**src/hw/cpuPkg.sv**
```systemverilog
/*
 * Shared types and constants for the 16-bit three-stage core.
 * Widths are fixed by the ISA and the core has no parameters.
 * ALU ops whose destination is r0 are architectural no-ops: no write, no flags.
 * Opcodes outside the ALU, immediate and branch groups are no-ops.
 */
`default_nettype none

package cpuPkg;

	// Data, instruction and address widths
	typedef logic [15:0] word_t;
	typedef logic [23:0] instr_t;
	typedef logic [3:0]  regAddr_t;
	typedef logic [7:0]  imemAddr_t;

	// Condition flags, N on top
	typedef struct packed {
		logic n;
		logic v;
		logic z;
	} flags_t;

	// Opcode field, instr[23:19]
	typedef enum logic [4:0] {
		OP_ADD    = 5'd0,
		OP_SUB    = 5'd1,
		OP_AND    = 5'd2,
		OP_OR     = 5'd3,
		OP_XOR    = 5'd4,
		OP_SLL    = 5'd5,
		OP_SRL    = 5'd6,
		OP_BRANCH = 5'd7,
		OP_IMML   = 5'd8,
		OP_IMMH   = 5'd9
	} opcode_t;

	// Branch condition field, instr[2:0]
	typedef enum logic [2:0] {
		COND_NE = 3'd0,
		COND_EQ = 3'd1,
		COND_GT = 3'd2,
		COND_LT = 3'd3,
		COND_GE = 3'd4,
		COND_LE = 3'd5,
		COND_VS = 3'd6,
		COND_AL = 3'd7
	} cond_t;

	// Decode to execute payload
	typedef struct packed {
		opcode_t  opcode;
		regAddr_t dest;
		word_t    opA;
		word_t    opB;
	} decoded_t;

	// Writeback, forwarding and retirement
	typedef struct packed {
		logic     valid;
		regAddr_t addr;
		word_t    data;
	} wb_t;

	localparam regAddr_t STATUS_REG = 4'd15;

	// AND r0, r0, r0 with every other field zero
	localparam instr_t NOP_INSTR = 24'h10_0000;

	// Bit positions inside r15
	localparam int CCD_DONE_BIT  = 0;
	localparam int CCD_EN_BIT    = 1;
	localparam int ACC_DONE_BIT  = 2;
	localparam int ACC_EN_BIT    = 3;
	localparam int ACC_START_BIT = 4;

endpackage

`default_nettype wire

```
**src/hw/condEval.sv**
```systemverilog
/*
 * Branch decision from condition code and forwarded flags.
 * Purely combinational; taken is low whenever isBranch is low.
 */
`timescale 1ns/1ps
`default_nettype none

module condEval import cpuPkg::*; (
	input  logic   isBranch,
	input  cond_t  cond,
	input  flags_t flags,
	output logic   taken
);

	logic condTrue;

	always_comb begin
		case (cond)
			COND_NE: condTrue = !flags.z;
			COND_EQ: condTrue = flags.z;
			// Strictly positive
			COND_GT: condTrue = !flags.z && !flags.n;
			COND_LT: condTrue = flags.n;
			COND_GE: condTrue = !flags.n;
			COND_LE: condTrue = flags.n || flags.z;
			// Signed overflow from the last ADD/SUB
			COND_VS: condTrue = flags.v;
			default: condTrue = 1'b1;
		endcase
	end

	assign taken = isBranch && condTrue;

endmodule

`default_nettype wire

```
**src/hw/fetchDecode.sv**
```systemverilog
/*
 * Combined fetch/decode stage.
 * Instruction memory has one cycle of read latency; imemAddr is combinational.
 * PC holds the address of the instruction now in decode and resets to all ones.
 * Branches resolve here on flags forwarded from execute, with no bubble.
 * r15 is never forwarded here; the status block bypasses its own writes.
 */
`timescale 1ns/1ps
`default_nettype none

module fetchDecode import cpuPkg::*; (
	input  logic      clk,
	input  logic      rst_n,
	input  logic      halt,
	input  instr_t    instr,
	input  flags_t    flagsFwd,
	input  wb_t       wbFwd,
	output regAddr_t  rdAddr1,
	output regAddr_t  rdAddr2,
	input  word_t     rdData1,
	input  word_t     rdData2,
	output imemAddr_t imemAddr,
	output decoded_t  dec
);

	imemAddr_t pc;
	imemAddr_t nextPc;
	imemAddr_t target;
	logic      fetchValid;
	instr_t    curInstr;
	opcode_t   opcode;
	regAddr_t  dest;
	regAddr_t  src1;
	regAddr_t  src2;
	logic [7:0] imm;
	cond_t     cond;
	logic      isBranch;
	logic      taken;
	word_t     src1Data;
	word_t     src2Data;
	word_t     opB;

	// First cycle after reset has nothing fetched yet
	assign curInstr = (halt || !fetchValid) ? NOP_INSTR : instr;

	// Field split
	assign opcode = opcode_t'(curInstr[23:19]);
	assign dest   = curInstr[18:15];
	assign src1   = curInstr[14:11];
	assign src2   = curInstr[10:7];
	assign imm    = curInstr[10:3];
	assign cond   = cond_t'(curInstr[2:0]);

	assign isBranch = (opcode == OP_BRANCH);

	condEval uCond (
		.isBranch(isBranch),
		.cond    (cond),
		.flags   (flagsFwd),
		.taken   (taken)
	);

	// Sign extension drops out at 8 address bits
	assign target = pc + imm + imemAddr_t'(1);
	assign nextPc = taken ? target : pc + imemAddr_t'(1);

	// Halt refetches the held instruction
	assign imemAddr = halt ? pc : nextPc;

	always_ff @(posedge clk or negedge rst_n) begin
		if (!rst_n) begin
			pc         <= '1;
			fetchValid <= 1'b0;
		end else if (!halt) begin
			pc         <= nextPc;
			fetchValid <= 1'b1;
		end
	end

	// Operand read
	assign rdAddr1 = src1;
	assign rdAddr2 = src2;

	// Result of the instruction in execute is not in the file yet
	always_comb begin
		src1Data = rdData1;
		src2Data = rdData2;
		if (wbFwd.valid && wbFwd.addr != STATUS_REG) begin
			if (wbFwd.addr == src1)
				src1Data = wbFwd.data;
			if (wbFwd.addr == src2)
				src2Data = wbFwd.data;
		end
	end

	// Immediates replace source 2
	always_comb begin
		case (opcode)
			OP_IMML: opB = {8'h00, imm};
			OP_IMMH: opB = {imm, 8'h00};
			default: opB = src2Data;
		endcase
	end

	// Decode register, reset to the bubble
	always_ff @(posedge clk or negedge rst_n) begin
		if (!rst_n) begin
			dec <= '{opcode: OP_AND, dest: '0, opA: '0, opB: '0};
		end else begin
			dec.opcode <= opcode;
			dec.dest   <= dest;
			dec.opA    <= src1Data;
			dec.opB    <= opB;
		end
	end

endmodule

`default_nettype wire

```
**src/hw/regFile.sv**
```systemverilog
/*
 * General purpose registers r1 to r14 with two combinational read ports.
 * r0 reads as zero and ignores writes.
 * r15 is not stored here; reads and writes go to the status block.
 * Writes land at the clock edge that ends the writeback cycle.
 */
`timescale 1ns/1ps
`default_nettype none

module regFile import cpuPkg::*; (
	input  logic     clk,
	input  logic     rst_n,
	input  regAddr_t rdAddr1,
	input  regAddr_t rdAddr2,
	output word_t    rdData1,
	output word_t    rdData2,
	input  wb_t      wb,
	input  word_t    statusRd,
	output logic     statusWe,
	output word_t    statusWd
);

	word_t regs [1:14];
	logic  gprWe;

	// Split writeback between storage and r15
	assign gprWe    = wb.valid && (wb.addr != '0) && (wb.addr != STATUS_REG);
	assign statusWe = wb.valid && (wb.addr == STATUS_REG);
	assign statusWd = wb.data;

	always_ff @(posedge clk or negedge rst_n) begin
		if (!rst_n)
			regs <= '{default: '0};
		else if (gprWe)
			regs[wb.addr] <= wb.data;
	end

	// Read ports
	assign rdData1 = (rdAddr1 == '0)         ? '0 :
	                 (rdAddr1 == STATUS_REG) ? statusRd : regs[rdAddr1];
	assign rdData2 = (rdAddr2 == '0)         ? '0 :
	                 (rdAddr2 == STATUS_REG) ? statusRd : regs[rdAddr2];

endmodule

`default_nettype wire

```
**src/hw/statusReg.sv**
```systemverilog
/*
 * Control/status register r15 for the CCD and accelerator.
 * Bits 1, 3 and 4 are writable and drive the enables; bits 0 and 2 follow
 * the done inputs one cycle late. All other bits read as zero.
 */
`timescale 1ns/1ps
`default_nettype none

module statusReg import cpuPkg::*; (
	input  logic  clk,
	input  logic  rst_n,
	input  logic  statusWe,
	input  word_t statusWd,
	output word_t statusRd,
	input  logic  ccdDone,
	input  logic  accDone,
	output logic  ccdEn,
	output logic  accEn,
	output logic  accStart
);

	logic ccdEnQ, accEnQ, accStartQ;
	logic ccdDoneQ, accDoneQ;
	logic ccdEnNext, accEnNext, accStartNext;

	// Pending write, also seen by the read port
	assign ccdEnNext    = statusWe ? statusWd[CCD_EN_BIT]    : ccdEnQ;
	assign accEnNext    = statusWe ? statusWd[ACC_EN_BIT]    : accEnQ;
	assign accStartNext = statusWe ? statusWd[ACC_START_BIT] : accStartQ;

	always_ff @(posedge clk or negedge rst_n) begin
		if (!rst_n) begin
			ccdEnQ    <= 1'b0;
			accEnQ    <= 1'b0;
			accStartQ <= 1'b0;
			ccdDoneQ  <= 1'b0;
			accDoneQ  <= 1'b0;
		end else begin
			ccdEnQ    <= ccdEnNext;
			accEnQ    <= accEnNext;
			accStartQ <= accStartNext;
			// Done bits sampled every cycle
			ccdDoneQ  <= ccdDone;
			accDoneQ  <= accDone;
		end
	end

	always_comb begin
		statusRd                = '0;
		statusRd[CCD_DONE_BIT]  = ccdDoneQ;
		statusRd[CCD_EN_BIT]    = ccdEnNext;
		statusRd[ACC_DONE_BIT]  = accDoneQ;
		statusRd[ACC_EN_BIT]    = accEnNext;
		statusRd[ACC_START_BIT] = accStartNext;
	end

	// Outputs straight from the flops
	assign ccdEn    = ccdEnQ;
	assign accEn    = accEnQ;
	assign accStart = accStartQ;

endmodule

`default_nettype wire

```
**src/hw/execUnit.sv**
```systemverilog
/*
 * Execute stage: ALU, flag register and the writeback result.
 * wb and flagsFwd are combinational from the decode register.
 * Shifts are logical and use opB[3:0]. V is set only by ADD and SUB.
 * ALU ops into r0, branches and reserved opcodes leave the flags alone.
 */
`timescale 1ns/1ps
`default_nettype none

module execUnit import cpuPkg::*; (
	input  logic     clk,
	input  logic     rst_n,
	input  decoded_t dec,
	output wb_t      wb,
	output flags_t   flagsFwd
);

	word_t  result;
	logic   overflow;
	logic   isAlu;
	logic   isImm;
	logic   hasDest;
	logic   setsFlags;
	flags_t aluFlags;
	flags_t flagsQ;

	always_comb begin
		result   = dec.opB;
		overflow = 1'b0;
		case (dec.opcode)
			OP_ADD: begin
				result   = dec.opA + dec.opB;
				// Same operand signs, different result sign
				overflow = (dec.opA[15] == dec.opB[15]) && (result[15] != dec.opA[15]);
			end
			OP_SUB: begin
				result   = dec.opA - dec.opB;
				overflow = (dec.opA[15] != dec.opB[15]) && (result[15] != dec.opA[15]);
			end
			OP_AND: result = dec.opA & dec.opB;
			OP_OR:  result = dec.opA | dec.opB;
			OP_XOR: result = dec.opA ^ dec.opB;
			OP_SLL: result = dec.opA << dec.opB[3:0];
			OP_SRL: result = dec.opA >> dec.opB[3:0];
			// IMML/IMMH arrive already placed in opB
			default: result = dec.opB;
		endcase
	end

	assign isAlu   = dec.opcode inside {OP_ADD, OP_SUB, OP_AND, OP_OR, OP_XOR, OP_SLL, OP_SRL};
	assign isImm   = dec.opcode inside {OP_IMML, OP_IMMH};
	assign hasDest = (dec.dest != '0);

	// Bubbles are AND into r0 and must not disturb the flags
	assign setsFlags = isAlu && hasDest;

	assign aluFlags = '{n: result[15], v: overflow, z: (result == '0)};

	always_ff @(posedge clk or negedge rst_n) begin
		if (!rst_n)
			flagsQ <= '0;
		else if (setsFlags)
			flagsQ <= aluFlags;
	end

	// Flags as they stand after this instruction
	assign flagsFwd = setsFlags ? aluFlags : flagsQ;

	// Writeback and forwarding result
	assign wb.valid = (isAlu || isImm) && hasDest;
	assign wb.addr  = dec.dest;
	assign wb.data  = result;

endmodule

`default_nettype wire

```
**src/hw/cpuTop.sv**
```systemverilog
/*
 * Three-stage 16-bit core: fetch/decode, execute, writeback.
 * Instruction memory is external with one cycle of read latency.
 * wb doubles as the retirement port; halt freezes fetch and bubbles execute.
 * No data memory or debug bus.
 */
`timescale 1ns/1ps
`default_nettype none

module cpuTop import cpuPkg::*; (
	input  logic      clk,
	input  logic      rst_n,
	input  logic      halt,
	input  instr_t    instr,
	output imemAddr_t imemAddr,
	input  logic      ccdDone,
	input  logic      accDone,
	output logic      ccdEn,
	output logic      accEn,
	output logic      accStart,
	output wb_t       wb
);

	decoded_t dec;
	flags_t   flagsFwd;
	regAddr_t rdAddr1;
	regAddr_t rdAddr2;
	word_t    rdData1;
	word_t    rdData2;
	word_t    statusRd;
	logic     statusWe;
	word_t    statusWd;

	fetchDecode uFetch (
		.clk     (clk),
		.rst_n   (rst_n),
		.halt    (halt),
		.instr   (instr),
		.flagsFwd(flagsFwd),
		.wbFwd   (wb),
		.rdAddr1 (rdAddr1),
		.rdAddr2 (rdAddr2),
		.rdData1 (rdData1),
		.rdData2 (rdData2),
		.imemAddr(imemAddr),
		.dec     (dec)
	);

	execUnit uExec (
		.clk     (clk),
		.rst_n   (rst_n),
		.dec     (dec),
		.wb      (wb),
		.flagsFwd(flagsFwd)
	);

	regFile uRegs (
		.clk     (clk),
		.rst_n   (rst_n),
		.rdAddr1 (rdAddr1),
		.rdAddr2 (rdAddr2),
		.rdData1 (rdData1),
		.rdData2 (rdData2),
		.wb      (wb),
		.statusRd(statusRd),
		.statusWe(statusWe),
		.statusWd(statusWd)
	);

	statusReg uStatus (
		.clk     (clk),
		.rst_n   (rst_n),
		.statusWe(statusWe),
		.statusWd(statusWd),
		.statusRd(statusRd),
		.ccdDone (ccdDone),
		.accDone (accDone),
		.ccdEn   (ccdEn),
		.accEn   (accEn),
		.accStart(accStart)
	);

endmodule

`default_nettype wire

```
**config.mk**
```make
export PLATFORM = sky130hd
export DESIGN_NAME = cpuTop
export DESIGN_NICKNAME = d
export VERILOG_FILES = /design/src/hw/cpuPkg.sv /design/src/hw/condEval.sv /design/src/hw/fetchDecode.sv /design/src/hw/regFile.sv /design/src/hw/statusReg.sv /design/src/hw/execUnit.sv /design/src/hw/cpuTop.sv
export SDC_FILE = /design/constraint.sdc
export NUM_CORES = 1
export LEC_CHECK = 0
export BUFFER_PORTS_ARGS = -buffer_cell sky130_fd_sc_hd__buf_4
export CORE_ASPECT_RATIO = 2
export CORE_MARGIN = 10
export CORE_UTILIZATION = 50
export DETAILED_ROUTE_END_ITERATION = 7
export PLACE_DENSITY = 0.76
export SLEW_MARGIN = 25
export SYNTH_ARGS = -nofsm -noshare
export SYNTH_HDL_FRONTEND = slang
export SYNTH_SLANG_ARGS = --single-unit
```
**constraint.sdc**
```tcl
create_clock -name clk -period 5.11 [get_ports clk]
set_clock_uncertainty 0.1 [all_clocks]
set_input_delay 0.2555 -clock clk [delete_from_list [all_inputs] [get_ports clk]]
set_output_delay 0.2555 -clock clk [all_outputs]
set_load 0.02 [all_outputs]
```
; ---- Yosys cells after proc, flatten, opt, wreduce, memory -nomap -nowiden
; Cells that the tools add are included.
; W data, S select, Z words.
[op_classes]
shift = 2
n_bitwise = 6
mux = 28
n_eq_ne = 27
n_lt_le_gt_ge = 4
addsub = 5
reduce_logical = 25
[op_table]
columns = operator, count
row1 = $bwmux W224, 1
row2 = $mux W16, 13
row3 = $bmux W16 S4, 2
row4 = $pmux W16 S7, 1
row5 = $demux W16 S4, 1
row6 = $pmux W16 S2, 1
row7 = $mux W24, 1
row8 = $eq A5 B3 Y1 const B, 4
row9 = $eq A5 B4 Y1 const B, 4
row10 = $add A16 B16 Y16, 1
row11 = $add A8 B1 Y8 const B, 2
row12 = $and A16 B16 Y16, 1
row13 = $logic_not A16 Y1, 1
row14 = $mux W8, 2
row15 = $or A16 B16 Y16, 1
row16 = $shl A16 B4 Y16, 1
row17 = $shr A16 B4 Y16, 1
row18 = $sub A16 B16 Y16, 1
row19 = $xor A16 B16 Y16, 1
row20 = $ge A5 B5 Y1 const B, 3
row21 = $not A4 Y5, 3
row22 = $eq A4 B4 Y1 const B, 3
row23 = $logic_and A1 B1 Y1, 11
row24 = $eq A5 B2 Y1 const B, 2
row25 = other kinds (22), 35
[totals]
out_inout_bits = 32
in_bits = 29
ff_bits = 282

; ---- Depth between registers and ports, before layout
; Gate-level depths: netlist (run 1).
[depth]
depth_word = 12
depth_mapped = 20
mapped_depth_nobuf = 17

; ---- By module
; A second synthesis (run 1) with hierarchy kept.
[hier_totals]
hier_cells = 1857
hier_area_um2 = 20505.9
[modules_own_cells]
columns = mod, seq_area_each_um2, cells_per_inst, area_per_inst_um2, instances
row1 = regFile, 5605.4, 889, 12504.5, 1
row2 = execUnit, 75.1, 635, 4653.2, 1
row3 = fetchDecode, 1262.5, 298, 2992.9, 1
row4 = statusReg, 125.1, 25, 282.8, 1
row5 = condEval, 0.0, 10, 72.6, 1

; ---- Worst setup path before layout (run 1)
; Ideal clock, no wire load.
[synth_path]
path_type = register -> output
from = reg uFetch.dec[1] (netlist name)
to = out imemAddr[0]
path_stages_with_launch = 17
n_path_buf = 2
required_time_ns = 4.754
arrival_ns = 4.375
path_slack_ns = 0.380
path_cell_list = dfrtp_1 buf_2 inv_1 buf_2 ha_1 or3_1 a311oi_1 o21a_1 o31a_1 o21ai_0 a32o_1 inv_1 nor4_1 a31oi_1 mux2i_1 o21ai_2 a311oi_1
[synth_rtl]
columns = element, line
row1 = to (decl), cpuTop.sv:15  ; output imemAddr_t imemAddr,

; ---- Worst setup path after layout (run 1)
[layout_path]
from = reg uFetch.dec[0] (netlist name)
to = out imemAddr[4]
[layout_between]
elab_chain_len = 10
[layout_rtl]
columns = element, line
row1 = $sub A16 B16 Y16 (tied with other cells), execUnit.sv:37  ; result = dec.opA - dec.opB;
row2 = $pmux W16 S7, execUnit.sv:30  ; case (dec.opcode)
row3 = $logic_not A16 Y1, execUnit.sv:57  ; assign aluFlags = '{n: result[15], v: overflow, z: (result == '0)};
row4 = $mux W3 (*), execUnit.sv:67  ; assign flagsFwd = setsFlags ? aluFlags : flagsQ;
row5 = $logic_not A1 Y1, "condEval.sv:19, condEval.sv:22"
row6 = $logic_and A1 B1 Y1, condEval.sv:22  ; COND_GT: condTrue = !flags.z && !flags.n;
row7 = $pmux W1 S7 (*), condEval.sv:18  ; case (cond)
row8 = $logic_and A1 B1 Y1 (*), condEval.sv:32  ; assign taken = isBranch && condTrue;
row9 = $mux W8 (*), fetchDecode.sv:65  ; assign nextPc = taken ? target : pc + imemAddr_t'(1);
row10 = $mux W8 (*), fetchDecode.sv:68  ; assign imemAddr = halt ? pc : nextPc;
; Every way passes the cells marked *; elsewhere a longest branch is shown, timed or not.

==> results of run 1 <==
-- through the flow --
stage	power [uW]	TNS [ns]	util	setup WS (ns)	hold slack, ns
after floorplan	4874	0	-	0.3796	-0.1401
after global placement	6017	-0.1239	0.5476	-0.04884	0.1902
after detailed placement	6092	-0.3134	0.5479	-0.09571	0.1990
after CTS	8015	0	0.5781	0.002239	0.01592
after global routing	8600	-0.2378	0.5896	-0.07251	0.03486
final	8237	-0.05667	0.5896	-0.03280	0.04633
-- power groups by stage --
stage	Clock [uW]	Sequential, uW	Combinational (uW)
6_report	1850	3140	3250
5_1_grt	1940	3180	3480
4_1_cts	1850	3110	3050
3_5_place_dp	0	3150	2940
3_3_place_gp	0	3120	2900
2_1_floorplan	0	3040	1840
-- how the worst min path moves through the flow --
| stage | start | to | slack (ns) | depth (start not counted) |
|---|---|---|---|---|
| final | instr[3] | uFetch.dec[0]$_DFF_PN0_ | 0.05 | 3 |
| after global routing | instr[3] | uFetch.dec[0]$_DFF_PN0_ | 0.03 | 3 |
| after CTS | instr[3] | uFetch.dec[0]$_DFF_PN0_ | 0.02 | 3 |
| after detailed placement | rst_n | uRegs.regs[96]$_DFFE_PN0P_ | 0.20 | 1 |
| after global placement | rst_n | uRegs.regs[32]$_DFFE_PN0P_ | 0.19 | 1 |
| after floorplan | rst_n | uExec.flagsQ[0]$_DFF_PN0_ | -0.14 | 0 |
-- final cells by class --
cell class                 count  share of cell area
tap                          520             0.02835
inverter                      94             0.01538
timing repair buffer         266             0.09454
multi-input combinational   1824              0.5205
sequential                   282              0.3083
clock inverter                10            0.003980
clock buffer                  35             0.02890
-- routing by layer --
metal	wire length, um	up-vias	part of all wire	GRT usage
met5	11	-	0.00013	0
met4	9213	2	0.11	0.2915
met3	5980	496	0.072	0.04626
met2	41900	1359	0.50	0.5966
met1	25880	9550	0.31	0.3264
li1	-	8828	-	-
-- critical path: stages, from the launching register on --
cell,delay [ns]
dfrtp_2,0.48
buf_12,0.19
inv_1,0.18
ha_1,0.22
inv_1,0.08
nor2_1,0.63
a2111oi_2,0.18
o221a_2,0.33
and4b_2,0.30
nand4_1,0.14
nor4_4,0.07
a31oi_4,0.33
mux2_4,0.40
a21oi_4,0.19
mux2i_2,0.28
buf_4,0.19
-- cells by family (layout without fill, tap and decap cells) --
logic type               Yosys count  in the layout  share of synthesized area
multiplexers                     154            154                    0.09581
flip-flops                       282            282                     0.3582
XOR/XNOR                          16             16                   0.007102
buffers and inverters            294            405                    0.06056
AO/OA/AOI/OAI                    797            797                     0.2536
AND/OR/NAND/NOR                  796            796                     0.1848
adder cells (fa/ha/maj)           61             61                    0.03982
-- Yosys cell counts, drive strengths merged (10+ instances only) --
library cell / number
nand2b: 22
o21ai: 341
a21oi: 151
nand2: 411
ha: 58
o211ai: 25
nand4: 14
buf: 50
and3: 11
o2111ai: 13
mux4: 23
dfrtp: 273
and2: 15
a31oi: 41
nand3: 58
a221oi: 39
clkbuf: 150
mux2: 43
o31ai: 10
mux2i: 88
or3: 12
nor3: 31
inv: 93
o22ai: 22
nor2b: 47
a311oi: 10
xnor2: 12
nor2: 119
nor4: 19
a211oi: 41
o21a: 12
-- registers in the layout, indices dropped and copies added, names as in the netlist --
register and flops:
uFetch.fetchValid 1, uStatus.ccdEn 1, uRegs.regs 224, uFetch.dec 41, uStatus.accEn 1, uStatus.accDoneQ 1
uFetch.pc 8, uStatus.accStart 1, uExec.flagsQ 3, uStatus.ccdDoneQ 1
-- timing repair --
item / 4_1_cts / 5_1_grt
hold buffers: 15 / 0
cloned: 1 / 1
gates resized for setup: 42 / 69
pin swaps: 12 / 21
setup endpoints to repair: 8 / 8
hold endpoints to repair: 98 / 0
buffers inserted: 9 / 15
==> out/results.tsv, run 1 <==
stage	metric	value	unit
yosys	top-area cell type share of the netlist area	0.3462	
clock_network	Max clock buf depth	3	
power_and_ir_drop	Cell Pwr Density	358.9	nW/um2
power_and_ir_drop	Lkg Pwr	0.009771	uW
worst_setup_path	top fanout value on the critical path	11	
floorplan	die area	48290	um2
power_and_ir_drop	Int Pwr	4977	uW
worst_setup_path	Critical Path End Type	primary output	
drt	Vias per Instance	6.676	
power_and_ir_drop	Sw Ratio	0.3957	
grt	global-route wire length before repair	123400	um
placement	HPWL after detailed placement	60670	um
drt	drt wl/cell	27.38	um
sta	FMAX	0.1944	GHz
worst_setup_path	r2r setup slk	0.78	ns
yosys	Yosys warnings	0	
finish	final net count	2583	
power_and_ir_drop	Comb pwr share	0.394	
finish	Fillers	3456	
yosys	Post-synth EDFFs	0	
floorplan	die width	160.5	um
yosys	Mapped Area	19730	um2
finish	final std cell area, no fill	22950	um2
floorplan	I/O pins	61	
yosys	Mapped Nets	2490	
yosys	Avg Cell Area, Syn	8.221	um2
status	outcome	finished with violations	
floorplan	initial core utilization	0.5069	
worst_setup_path	worst setup path endpoint	imemAddr[4]	
placement	I/O Buffers	60	
drt	1st-pass router iterations	8	
flow_run	total of max-cap violations	0	
sta	Final Critical Period	5.143	ns
worst_setup_path	worst-case reg-to-reg path depth	15	
placement	routability congestion estimate	1.086	
grt	vias in the first global route	19820	
placement	Placed Cells	2945	
finish	antenna cells	0	
yosys	Netlist cell types	93	
grt	gr ovfl total	0	
floorplan	Rows	102	
sta	Final Max Tran Viols	0	
sta	setup ws final	-0.03280	ns
clock_network	Clock Sinks	282	
grt	pin count of the biggest net entering global routing	149	
clock_network	Clock transition at path regs	0.07	ns
clock_network	CTS root buf	clkbuf_16	
yosys	register bit count reported by yosys	282	
yosys	Post-Syn Instances	2400	
worst_setup_path	WP data required	4.75	ns
sta	Final setup viols	2	
yosys	fraction of registers with async set/reset	1.000	
drt	number of remaining DRC errors	1	
floorplan	Die H	300.9	um
worst_setup_path	FF-to-FF Start	uFetch.dec[0]$_DFF_PN0_	
finish	most frequent cells in the layout	nand2_1 (398), o21ai_0 (328), dfrtp_1 (267)	
yosys	Synth area leaders	dfrtp_1 (35%), o21ai_0 (8.5%), nand2_1 (7.8%)	
finish	Syn-to-layout area delta	16.30	%
clock_network	CTS buffer count	25	
worst_setup_path	worst reg2reg path endpoint	uFetch.pc[4]$_DFF_PN1_	
sta	crit share post-route	1.006	
drt	vias	20240	
finish	Final Non-Filler Cells	3031	
power_and_ir_drop	Peak VDD IR	372.4	uV
clock_network	Skew-Pair Late Insertion Delay	0.56	ns
placement	Placed Area	21330	um2
worst_setup_path	crit start category	register	
floorplan	Core Box Area	38920	um2
sta	Hold Vio Cnt, Final	0	
power_and_ir_drop	switching power	3260	uW
yosys	Top FF cell, synth	dfrtp_1	
yosys	area leader, netlist	dfrtp_1	
yosys	register area share after synthesis	0.3582	
clock_network	CTS tree	built	
sta	Worst Tran Pin Value	1.104	ns
finish	register area	7076	um2
grt	initial antenna violation count	1	
drt	post-route ant nets	0	
sta	Slew headroom	0.2612	
drt	initial DRC count	2155	
power_and_ir_drop	sequential share of power	0.381	
clock_network	Clock H-tree levels	1	
grt	All-Layer GR Usage	0.3322	
drt	Routed WL	82980	um
worst_setup_path	crit path DAT	4.79	ns
worst_hold_path	Hold Crit Class	in2reg	
finish	most common cell after layout, fill and taps aside	nand2_1	
status	failing checks	DRC, setup timing	
finish	layout cells sized above 1	0.1947	
worst_setup_path	WS Path Type	reg2out	
worst_setup_path	CP startpoint	uFetch.dec[0]$_DFF_PN0_	
power_and_ir_drop	Clock power frac	0.225	
finish	area occupied by multi-input gates	11950	um2
(Power assumes the default switching activity.)
==> run 2, diff against run 1 <==
--- a/config.mk
+++ b/config.mk
@@ -9,8 +9,9 @@
 export CORE_ASPECT_RATIO = 2
 export CORE_MARGIN = 10
 export CORE_UTILIZATION = 50
+export CTS_BUF_LIST = sky130_fd_sc_hd__clkbuf_8
 export DETAILED_ROUTE_END_ITERATION = 7
-export PLACE_DENSITY = 0.76
+export PLACE_DENSITY = 0.66
 export SLEW_MARGIN = 25
 export SYNTH_ARGS = -nofsm -noshare
 export SYNTH_HDL_FRONTEND = slang
==> constraint.sdc (replaced) <==
create_clock -name clk -period 5.11 [get_ports clk]
set_clock_uncertainty 0.1 [all_clocks]
set_input_delay 0.2555 -clock clk [delete_from_list [all_inputs] [get_ports clk]]
set_output_delay 0.2555 -clock clk [all_outputs]
set_load 0.1 [all_outputs]
==> run 2 against run 1 <==
Effect of this change: the run still ends with DRC, setup timing left; critical path depth increased by 2; worst setup slack worse by 0.19 ns; sequential power hardly changed; die area unchanged; final area increased by 1.8%; maximum frequency is 3.6% lower; sequential share of layout area shrank 0.56 points; global-route usage rose by 0.40 points; critical endpoint is now imemAddr[7]; largest power group unchanged.
==> out/results.tsv, run 2 (synthesis results as in run 1) <==
stage	metric	value	unit
worst_setup_path	crit path DAT	4.98	ns
sta	FMAX	0.1874	GHz
sta	Final Max Tran Viols	0	
grt	initial antenna violation count	2	
finish	fin util	0.6002	
flow_run	total of max-cap violations	0	
power_and_ir_drop	Cell Pwr Density	378.3	nW/um2
worst_hold_path	Hold Crit Class	in2async	
worst_setup_path	Worst path max stage delay	0.63	ns
worst_setup_path	top fanout value on the critical path	22	
floorplan	I/O pins	61	
drt	Routed WL	84020	um
sta	setup ws final	-0.2258	ns
power_and_ir_drop	Peak VDD IR	343.3	uV
sta	Slew headroom	0.2445	
worst_setup_path	WS Path Type	reg2out	
finish	most frequent cells in the layout	nand2_1 (404), o21ai_0 (328), dfrtp_1 (270)	
sta	Final Critical Period	5.336	ns
grt	vias in the first global route	19890	
sta	crit share post-route	1.044	
grt	pin count of the biggest net entering global routing	143	
clock_network	Clock transition at path regs	0.07	ns
placement	Placed Cells	2954	
finish	final net count	2614	
placement	I/O Buffers	60	
floorplan	initial core utilization	0.5069	
worst_setup_path	cell family with most CP delay	compound AO/OA/AOI/OAI gates	
status	failing checks	DRC, setup timing	
sta	RSZ-0062 raised after global routing	yes	
clock_network	Max clock buf depth	3	
sta	Final setup viols	8	
status	outcome	finished with violations	
placement	Placed Area	21580	um2
placement	routability congestion estimate	1.099	
finish	Fillers	3497	
drt	initial DRC count	1798	
drt	1st-pass router iterations	8	
grt	gr ovfl total	0	
worst_setup_path	FF-to-FF Start	uFetch.dec[0]$_DFF_PN0_	
worst_setup_path	crit start category	register	
sta	Worst Tran Pin Value	1.130	ns
drt	number of remaining DRC errors	16	
clock_network	CTS buffer count	43	
finish	final std cell area, no fill	23360	um2
grt	global-route wire length before repair	124200	um
floorplan	die width	160.5	um
finish	max reg flops	224	
worst_setup_path	slowest CP cell	o211ai_1	
clock_network	Clock Sinks	282	
finish	Final Non-Filler Cells	3077	
clock_network	CTS root buf	clkbuf_8	
grt	All-Layer GR Usage	0.3362	
finish	most common cell after layout, fill and taps aside	nand2_1	
placement	dpl ws	-0.01236	ns
worst_setup_path	most frequent cell on the critical path	buf_4	
worst_setup_path	CP startpoint	uFetch.dec[0]$_DFF_PN0_	
floorplan	Die H	300.9	um
drt	drt wl/cell	27.30	um
clock_network	Clock H-tree levels	2	
placement	HPWL after detailed placement	61530	um
clock_network	CTS tree	built	
drt	vias	20090	
worst_setup_path	Buf/Inv on CP	6	
finish	largest registers	uRegs.regs x224, uFetch.dec x41, uFetch.pc x8	
power_and_ir_drop	Lkg Pwr	0.01002	uW
floorplan	Core Box Area	38920	um2
finish	Reg with most FFs	uRegs.regs	
clock_network	Skew-Pair Late Insertion Delay	0.61	ns
floorplan	die area	48290	um2
drt	Vias per Instance	6.530	
finish	Syn-to-layout area delta	18.40	%
worst_setup_path	Critical Path End Type	primary output	
drt	post-route ant nets	0	
worst_setup_path	WP data required	4.75	ns
sta	Hold Vio Cnt, Final	0	
finish	layout cells sized above 1	0.2040	
worst_setup_path	CP cell instances	buf_4 > clkbuf_16 > a21oi_1 > nor2_1 > o211ai_1 > nor4b_2 > o311ai_1 > o21ai_1 > buf_4 > o2111a_1 > a31oi_1 > buf_4 > mux2_4 > buf_12 > a311oi_2 > nand3b_1 > buf_12	
floorplan	Rows	102	
[run 2: cell types whose count changed in the layout (fill, tap and decap cells not counted), sizes merged]
cell | before | now
clkinvlp | 2 | 5
clkbuf | 36 | 54
bufbuf | 1 | 0
diode | 0 | 3
inv | 94 | 106
buf | 249 | 259
dlygate4sd3 | 15 | 19
clkinv | 7 | 4
[run 2: layout make-up]
| cell class | count | area [um2] | area share |
|---|---|---|---|
| Clock buffer | 53 | 729.5 | 0.03122 |
| Timing Repair Buffer | 279 | 2370 | 0.1014 |
| Tap cell | 520 | 650.6 | 0.02785 |
| Sequential cell | 282 | 7072 | 0.3027 |
| Clock inverter | 22 | 138.9 | 0.005945 |
| Inverter | 94 | 366.6 | 0.01569 |
| Antenna cell | 3 | 7.507 | 0.0003214 |
| Multi-Input combinational cell | 1824 | 12030 | 0.5148 |
[run 2: worst paths after layout]
kind                       cells past startpoint  slack [ns]                     endpoint
min in group clk                               5        0.21      uFetch.dec[6]$_DFF_PN0_
min reg2reg                                    2        0.39  uRegs.regs[201]$_DFFE_PN0P_
max reg2reg                                   18        0.56       uFetch.pc[5]$_DFF_PN1_
min                                            2        0.12  uRegs.regs[109]$_DFFE_PN0P_
max                                           17       -0.23                  imemAddr[7]
max in group asynchronous                      3        3.47     uFetch.dec[38]$_DFF_PN0_
[run 2: report_power, final]
group / total [uW] / internal (uW) / switching, uW
Combinational: 3750 / 1410 / 2340
Clock: 1950 / 992 / 962
Sequential: 3130 / 2720 / 412
[run 2: what timing repair did]
action | CTS | global route
gates cloned | 0 | 1
endpoints found under the setup margin | 8 | 8
endpoints found under the hold margin | 98 | 0
resized for setup | 81 | 30
pin swaps | 28 | 20
hold buffers | 19 | 0
buffers inserted | 12 | 13
[run 2: routing by layer]
metal | track usage | up-vias | share of wire
met2 | 0.6051 | 1100 | 0.51
met1 | 0.3397 | 9675 | 0.33
met5 | 0 | - | 0
met4 | 0.2691 | 0 | 0.092
li1 | - | 8899 | -
met3 | 0.04626 | 418 | 0.064
[run 2: metrics by stage]
step | TNS [ns] | total power (uW) | hold slack [ns]
detailed placement | -0.01236 | 6526 | 0.1939
CTS | -0.3877 | 8672 | 0.1427
global route | -1.490 | 9241 | 0.1618
floorplan | -0.8564 | 5307 | -0.1401
finish | -1.153 | 8837 | 0.1232
global placement | 0 | 6457 | 0.1882
